File: src/vga_pad_settings.svh
/*
 * timing constants for the gamepad VGA design
 * 640x480 video timing in pixel clocks and lines,
 * plus the NES pad poll slot lengths in pixel clocks
 */

`ifndef VGA_PAD_SETTINGS_SVH
`define VGA_PAD_SETTINGS_SVH

// horizontal timing, in pixel clocks
`define H_DISPLAY 640 // visible width
`define H_FRONT   16  // front porch, right border
`define H_SYNC    96  // sync pulse width
`define H_BACK    48  // back porch, left border

// vertical timing, in lines
`define V_DISPLAY 480 // visible height
`define V_BOTTOM  10  // bottom border
`define V_SYNC    2   // sync pulse lines
`define V_TOP     33  // top border

// gamepad poll slots
// a full slot counts 0 up to PAD_LATCH_CYCLES, so it lasts one cycle more
`define PAD_LATCH_CYCLES 300

// data sample point and pad clock fall within a read slot
`define PAD_HALF_CYCLES  150

`endif

File: src/vga_pad_pkg.sv
/*
 * shared types for the gamepad VGA design
 * screen and slot counters, colour levels, button set,
 * colour names and the pad reader states
 */

package vga_pad_pkg;

    typedef logic [9:0]  coord_t;     // screen position
    typedef logic [10:0] pad_count_t; // cycle count within a poll slot
    typedef logic [1:0]  level_t;     // one colour channel

    typedef struct packed {
        level_t r;
        level_t g;
        level_t b;
    } rgb_t;

    // 1 = pressed, fields in pad shift order
    typedef struct packed {
        logic a;
        logic b;
        logic select;
        logic start;
        logic up;
        logic down;
        logic left;
        logic right;
    } pad_buttons_t;

    typedef enum logic [2:0] {
        black, red, green, blue, yellow, cyan, magenta, white
    } color_t;

    // one latch slot, then one slot per button
    typedef enum logic [3:0] {
        latch_en, read_a, read_b, read_select, read_start,
        read_up, read_down, read_left, read_right
    } pad_state_t;

endpackage

File: src/nes_pad_reader.sv
/*
 * NES gamepad reader
 * pulses the latch, clocks out seven more bits and keeps
 * the last sampled level of every button, 1 = pressed
 */

`include "vga_pad_settings.svh"

module nes_pad_reader (
    input  logic                      clk,
    input  logic                      reset,
    input  logic                      pad_data,  // serial from pad, low = pressed
    output logic                      pad_latch,
    output logic                      pad_clk,
    output vga_pad_pkg::pad_buttons_t buttons
);
    import vga_pad_pkg::*;

    localparam pad_count_t LAST_COUNT = pad_count_t'(`PAD_LATCH_CYCLES);
    localparam pad_count_t HALF_COUNT = pad_count_t'(`PAD_HALF_CYCLES);

    pad_state_t   state;
    pad_count_t   count;
    pad_buttons_t raw;       // bits as shifted in, active low

    logic slot_end;
    logic sample;
    logic clk_high;

    // read_a is a short slot, the bit is already there after the latch
    always_comb begin
        case (state)
            read_a:  slot_end = (count == HALF_COUNT);
            default: slot_end = (count == LAST_COUNT);
        endcase
    end

    assign sample = (state == read_a) ? (count == '0)
                                      : (state != latch_en) && (count == HALF_COUNT);

    // pad clock high for the first half of read_b .. read_right
    assign clk_high = (state >= read_b) && (state <= read_right) && (count <= HALF_COUNT);

    always_ff @(posedge clk) begin
        if (reset) begin
            state <= latch_en;
            count <= '0;
        end else if (slot_end) begin
            count <= '0;
            if (state >= read_right)
                state <= latch_en;  // poll done, start over
            else
                state <= pad_state_t'(state + 4'd1);
        end else begin
            count <= count + 11'd1;
        end
    end

    // pad lines lag the counter by one cycle
    always_ff @(posedge clk) begin
        if (reset) begin
            pad_latch <= 1'b0;
            pad_clk   <= 1'b0;
        end else begin
            pad_latch <= (state == latch_en);
            pad_clk   <= clk_high;
        end
    end

    // state picks the button that the current bit belongs to
    always_ff @(posedge clk) begin
        if (reset) begin
            raw <= '1;               // all released
        end else if (sample) begin
            case (state)
                read_a:      raw.a      <= pad_data;
                read_b:      raw.b      <= pad_data;
                read_select: raw.select <= pad_data;
                read_start:  raw.start  <= pad_data;
                read_up:     raw.up     <= pad_data;
                read_down:   raw.down   <= pad_data;
                read_left:   raw.left   <= pad_data;
                read_right:  raw.right  <= pad_data;
                default:     raw        <= raw;
            endcase
        end
    end

    assign buttons = pad_buttons_t'(~raw);

endmodule

File: src/vga_sync_gen.sv
/*
 * 640x480 VGA sync generator
 * beam counters, registered sync pulses (high while in the pulse)
 * and the visible area flag
 */

`include "vga_pad_settings.svh"

module vga_sync_gen (
    input  logic clk,
    input  logic reset,
    output logic hsync,
    output logic vsync,
    output logic video_active
);
    import vga_pad_pkg::*;

    localparam coord_t H_SYNC_START = coord_t'(`H_DISPLAY + `H_FRONT);
    localparam coord_t H_SYNC_END   = coord_t'(`H_DISPLAY + `H_FRONT + `H_SYNC - 1);
    localparam coord_t H_MAX =
        coord_t'(`H_DISPLAY + `H_FRONT + `H_SYNC + `H_BACK - 1);

    localparam coord_t V_SYNC_START = coord_t'(`V_DISPLAY + `V_BOTTOM);
    localparam coord_t V_SYNC_END   = coord_t'(`V_DISPLAY + `V_BOTTOM + `V_SYNC - 1);
    localparam coord_t V_MAX =
        coord_t'(`V_DISPLAY + `V_BOTTOM + `V_SYNC + `V_TOP - 1);

    coord_t hpos;
    coord_t vpos;

    logic line_end;

    assign line_end = (hpos == H_MAX);

    always_ff @(posedge clk) begin
        if (reset) begin
            hpos <= '0;
            vpos <= '0;
        end else begin
            if (line_end)
                hpos <= '0;
            else
                hpos <= hpos + 10'd1;

            if (line_end) begin
                if (vpos == V_MAX)
                    vpos <= '0;  // next frame
                else
                    vpos <= vpos + 10'd1;
            end
        end
    end

    always_ff @(posedge clk) begin
        if (reset) begin
            hsync <= 1'b0;
            vsync <= 1'b0;
        end else begin
            hsync <= (hpos >= H_SYNC_START) && (hpos <= H_SYNC_END);
            vsync <= (vpos >= V_SYNC_START) && (vpos <= V_SYNC_END);
        end
    end

    // beam inside the visible 640x480
    assign video_active = (hpos < coord_t'(`H_DISPLAY)) && (vpos < coord_t'(`V_DISPLAY));

endmodule

File: src/color_painter.sv
/*
 * screen colour from the gamepad
 * the highest priority pressed button picks the colour, which holds
 * until another press; output is registered and blanked
 */

module color_painter (
    input  logic                      clk,
    input  logic                      reset,
    input  vga_pad_pkg::pad_buttons_t buttons,
    input  logic                      video_active,
    output vga_pad_pkg::rgb_t         rgb
);
    import vga_pad_pkg::*;

    localparam level_t FULL = 2'd3;

    color_t color;
    rgb_t   color_rgb;

    logic has_r;
    logic has_g;
    logic has_b;

    // priority order, up first and select last
    always_ff @(posedge clk) begin
        if (reset)
            color <= black;
        else if (buttons.up)
            color <= red;
        else if (buttons.down)
            color <= green;
        else if (buttons.left)
            color <= blue;
        else if (buttons.right)
            color <= yellow;
        else if (buttons.a)
            color <= cyan;
        else if (buttons.b)
            color <= magenta;
        else if (buttons.start)
            color <= white;
        else if (buttons.select)
            color <= black;
    end

    // which primaries make up each colour
    assign has_r = color inside {red, yellow, magenta, white};
    assign has_g = color inside {green, yellow, cyan, white};
    assign has_b = color inside {blue, cyan, magenta, white};

    assign color_rgb.r = has_r ? FULL : 2'd0;
    assign color_rgb.g = has_g ? FULL : 2'd0;
    assign color_rgb.b = has_b ? FULL : 2'd0;

    always_ff @(posedge clk) begin
        if (reset)
            rgb <= '0;
        else if (video_active)
            rgb <= color_rgb;
        else
            rgb <= '0;   // blank outside the visible area
    end

endmodule

File: src/vga_pad_top.sv
/*
 * gamepad controlled VGA colour screen
 * polls an NES pad and fills the visible 640x480 area
 * with the colour of the last pressed button
 */

module vga_pad_top (
    input  logic              clk,       // pixel clock
    input  logic              reset,
    input  logic              pad_data,
    output logic              pad_latch,
    output logic              pad_clk,
    output logic              hsync,
    output logic              vsync,
    output vga_pad_pkg::rgb_t rgb
);
    import vga_pad_pkg::*;

    pad_buttons_t buttons;      // 1 = pressed
    logic         video_active;

    // pad side
    nes_pad_reader i_nes_pad_reader (
        .clk       (clk),
        .reset     (reset),
        .pad_data  (pad_data),
        .pad_latch (pad_latch),
        .pad_clk   (pad_clk),
        .buttons   (buttons)
    );

    // video timing
    vga_sync_gen i_vga_sync_gen (
        .clk          (clk),
        .reset        (reset),
        .hsync        (hsync),
        .vsync        (vsync),
        .video_active (video_active)
    );

    color_painter i_color_painter (
        .clk          (clk),
        .reset        (reset),
        .buttons      (buttons),
        .video_active (video_active),
        .rgb          (rgb)
    );

endmodule

File: config.mk
export PLATFORM = sky130hd
export DESIGN_NAME = vga_pad_top
export DESIGN_NICKNAME = d
export VERILOG_FILES = /design/src/vga_pad_pkg.sv /design/src/nes_pad_reader.sv /design/src/vga_sync_gen.sv /design/src/color_painter.sv /design/src/vga_pad_top.sv
export VERILOG_INCLUDE_DIRS = /design/src
export SDC_FILE = /design/constraint.sdc
export NUM_CORES = 1
export LEC_CHECK = 0
export ABC_AREA = 1
export BUFFER_PORTS_ARGS = -buffer_cell sky130_fd_sc_hd__buf_2
export CORE_MARGIN = 5
export CORE_UTILIZATION = 51
export DETAILED_ROUTE_END_ITERATION = 7
export PLACE_DENSITY = 0.68
export SLEW_MARGIN = 20
export SYNTH_ARGS = -nofsm -noshare
export SYNTH_HDL_FRONTEND = slang
export SYNTH_SLANG_ARGS = --single-unit
File: constraint.sdc
create_clock -name clk -period 2 [get_ports clk]
set_input_delay 0.4 -clock clk [delete_from_list [all_inputs] [get_ports clk]]
set_output_delay 0.4 -clock clk [all_outputs]
set_load 0.02 [all_outputs]
==> results.txt <==
The run finished with clean final reports. For the via count of the first global-routing pass, the log shows 2,282. The worst register-to-register path ends at i_vga_sync_gen.hpos[5]. The capturing instance or port of the critical path was i_vga_sync_gen.hpos[5].

Summed over all cells, the static leakage comes to 1.308 nW. Worst IR drop on VDD: 0.0003850 V. The unique cell type count in the Yosys netlist came out at 33. The repair_antennas step left the layout with diodes totalling 0.

The final layout net count is 422. After synthesis the cells add up to 2788 um^2. The floorplan step set the die width to 83.93 um. For the CTS buffer count, the log shows 5.

Gates resized during post-CTS repair numbered 0. The routed design has 5195 um of wire. Port buffering added 12 buffers. The hold violation total from the final report is 0.

At the end of routability-driven placement, the weighted congestion stood at 0.8722. The logs give 0.1573 for the total global-route track usage and 2880 um^2 for the post-placement cell area. The finished cells cover 2982 um^2. Half-perimeter wire length after placement: 3972 um. The remaining global-route overflow is 0, and the die span in y is 83.93 um. Dividing the detail-routed via count by the number of cells gives 5.012. The clock arrives with 0.01085 ns of skew. TritonCTS built the clock tree. The tree is rooted in a sky130_fd_sc_hd__clkbuf_8.

Of all nets on the critical path, the largest fanout is 10. The number of placed instances, taps included, is 473. The post-CTS setup buffer count is 0, and the count of vias placed by the detailed router is 2,411. The worst slew slack as a fraction of its limit is 0.7301. The worst setup path is of the reg2reg kind.

STA classifies the critical path startpoint as a flop. For the pin with the worst max-slew slack, the measured transition is 0.3946 ns. On the final layout, the worst hold slack is 0.4521 ns. The maximum number of pins on one net before global-route repair is 16. Excluding fillers, the count of instances in the completed layout stands at 481. The floorplan step defined a die boundary enclosing 7044 um^2. The core region is 5405 um^2. The design draws 1.800 mW.

The number of clock sinks came out at 53. For the worst setup path, the data required time is 2.21 ns. The power per unit of standard cell area is 603.7 nW/um^2, and the hold buffer count at cts is 0. For the fmax, the log shows 609.9 MHz. The number of synthesized flops with an enable pin is 0, and the post-detailed-route DRC marker count is 0. Dividing the synthesized area by the synthesized cell count gives 7.004 um^2.

Max-cap violations in this run came to 0. For the worst flop-to-flop path, the logic depth is 8. The floorplan has 27 rows. At the worst endpoint, the arrival time is 1.85 ns. The maximum clock path buffer count is 2. The ratio of final minimum period to clock period was 0.8197; the share of synthesized flip-flops with an asynchronous set or reset was 0.

The kind of end point of the critical path is a flop. Synthesis produced a netlist with a net count of 412. Detailed router's first-iteration violation count: 108.

The top flip-flop cell by instance count after synthesis is sky130_fd_sc_hd__dfxtp_1. Setup violations remaining at the end of the flow were counted as 0. In this run the critical register-to-register path is launched from i_vga_sync_gen.hpos[0]. The initial antenna violation count was 0; the count of mapped cells out of synthesis was 398.

The detailed-router iteration count before antenna repair is 4. Area overhead of the layout relative to synthesis: 6.957%. During synthesis, Yosys emitted a total of 0 warnings. In this run the worst setup path begins at i_vga_sync_gen.hpos[0].

Setup repair after global routing left no endpoint under its margin. The post-synthesis sequential area ratio was 0.3806; the final count of pins violating max slew was 0. The fraction of final layout cells sized beyond drive strength 1 was 0.08313; the wire length of the first global-routing pass was 9397 um.

After layout, the minimum clock period comes to 1.639 ns. The clock latency at the later pin of the worst-skew pair came out at 0.30 ns. Average detailed-routed wire length per instance: 10.80 um.

The type of the worst min-delay path is in2reg. During I/O placement, the number of pins put on the boundary was 13. The register-to-register path setup slack came out at 0.36 ns.

In this run, synthesis produced a sequential element count of 53. The count of nets left with antenna violations once routing finished came out at 0. Clock-pin slew was measured on the worst setup and hold paths at 0.09 ns. For the setup TNS after final layout, the log shows 0 ns. The H-tree was split into 2 levels. The run gives 0.5157 as the initial core utilization.
Yosys cell counts, types with 3 or more instances:
cell / n / share of area
sky130_fd_sc_hd__ha_1: 11 / 0.049
sky130_fd_sc_hd__nand4_1: 12 / 0.027
sky130_fd_sc_hd__o21ai_0: 9 / 0.016
sky130_fd_sc_hd__inv_1: 57 / 0.077
sky130_fd_sc_hd__dfxtp_1: 53 / 0.38
sky130_fd_sc_hd__nand3_1: 41 / 0.074
sky130_fd_sc_hd__o21bai_1: 3 / 0.0081
sky130_fd_sc_hd__xor2_1: 9 / 0.028
sky130_fd_sc_hd__nand2_1: 75 / 0.10
sky130_fd_sc_hd__buf_4: 6 / 0.016
sky130_fd_sc_hd__nor2_1: 61 / 0.082
sky130_fd_sc_hd__nand3_2: 3 / 0.011
sky130_fd_sc_hd__a21oi_1: 21 / 0.038
sky130_fd_sc_hd__nor3_1: 10 / 0.018
sky130_fd_sc_hd__xnor2_1: 3 / 0.0094
state kept, by name, indices dropped and copies added, names as in the netlist:
signal,flops
i_vga_sync_gen.hpos,10
i_vga_sync_gen.vsync,1
i_vga_sync_gen.hsync,1
i_color_painter.color,3
i_nes_pad_reader.raw,8
i_color_painter.rgb,3
i_vga_sync_gen.vpos,10
i_nes_pad_reader.pad_clk,1
i_nes_pad_reader.pad_latch,1
i_nes_pad_reader.count,11
i_nes_pad_reader.state,4
cell usage in the layout (no fill, tap or decap), drive strengths merged, types with 2 or more instances in the layout:
master  Yosys  layout
a21oi      21      21
a31oi       2       2
xnor2       3       3
nand3      44      44
nand2      78      78
clkbuf      2       7
buf         9      14
dfxtp      53      53
o21ai       9       9
inv        58      58
nand4      13      13
nor2       65      65
nor3       10      10
xor2        9       9
ha         11      11
o21bai      3       3
nor3b       2       2
kinds of logic after synthesis:
family	after synthesis	share of synthesized area
AOI/OAI and AO/OA	40	0.08034
buffers and inverters	69	0.1041
DFF	53	0.3806
adders and majority gates	11	0.04937
xor gates and xnor gates	12	0.03771
and+or+nand+nor	213	0.3478
layout make-up:
type / count / area [um^2]
Multi-Input combinational cell: 276 / 1436
Inverter: 58 / 217.7
Tap cell: 72 / 90.09
Sequential cell: 53 / 1061
Clock buffer: 7 / 96.34
Fill cell: 534 / 2424
Timing Repair Buffer: 14 / 75.07
Clock inverter: 1 / 5.005
layer usage:
layer	up-vias	routed length, um	track usage	part of all wire
li1	1294	-	-	-
met1	1084	2483	0.1805	0.48
met2	24	2467	0.2834	0.47
met3	9	157	0.03554	0.030
met4	0	87	0.05702	0.017
met5	-	0	0	0
how the worst min path moves through the flow:
stage                         startpoint                        end  slack [ns]  depth (start not counted)
2_1_floorplan  i_nes_pad_reader.count[0]  i_nes_pad_reader.count[0]        0.43                          1
3_3_place_gp   i_nes_pad_reader.count[0]  i_nes_pad_reader.count[0]        0.45                          1
3_5_place_dp   i_nes_pad_reader.count[0]  i_nes_pad_reader.count[0]        0.45                          1
4_1_cts                         pad_data    i_nes_pad_reader.raw[0]        0.45                          3
5_1_grt                         pad_data    i_nes_pad_reader.raw[3]        0.46                          3
6_report                        pad_data    i_nes_pad_reader.raw[5]        0.45                          3
power breakdown:
group          internal (mW)  leakage [nW]  switching [mW]
Clock                  0.313        0.0542           0.336
Sequential              1.07         0.429          0.0120
Combinational         0.0252         0.825          0.0478
Total                   1.40          1.31           0.396
per-stage QoR:
step	setup WS, ns	utilization
floorplan	0.5644	-
detailed placement	0.3296	0.5329
finish	0.3605	0.5516
CTS	0.3202	0.5516
global route	0.1338	0.5516
global placement	0.4267	0.5329
worst max-delay path, cell delays in order, from the launching register on:
cell                      delay (ns)
sky130_fd_sc_hd__dfxtp_1        0.38
sky130_fd_sc_hd__ha_1           0.19
sky130_fd_sc_hd__nand2_1        0.08
sky130_fd_sc_hd__nor2_1         0.18
sky130_fd_sc_hd__nand3_2        0.21
sky130_fd_sc_hd__nand2_1        0.19
sky130_fd_sc_hd__buf_4          0.17
sky130_fd_sc_hd__a21oi_1        0.05
sky130_fd_sc_hd__o21a_1         0.10
Power figures use the tool's default switching activity.
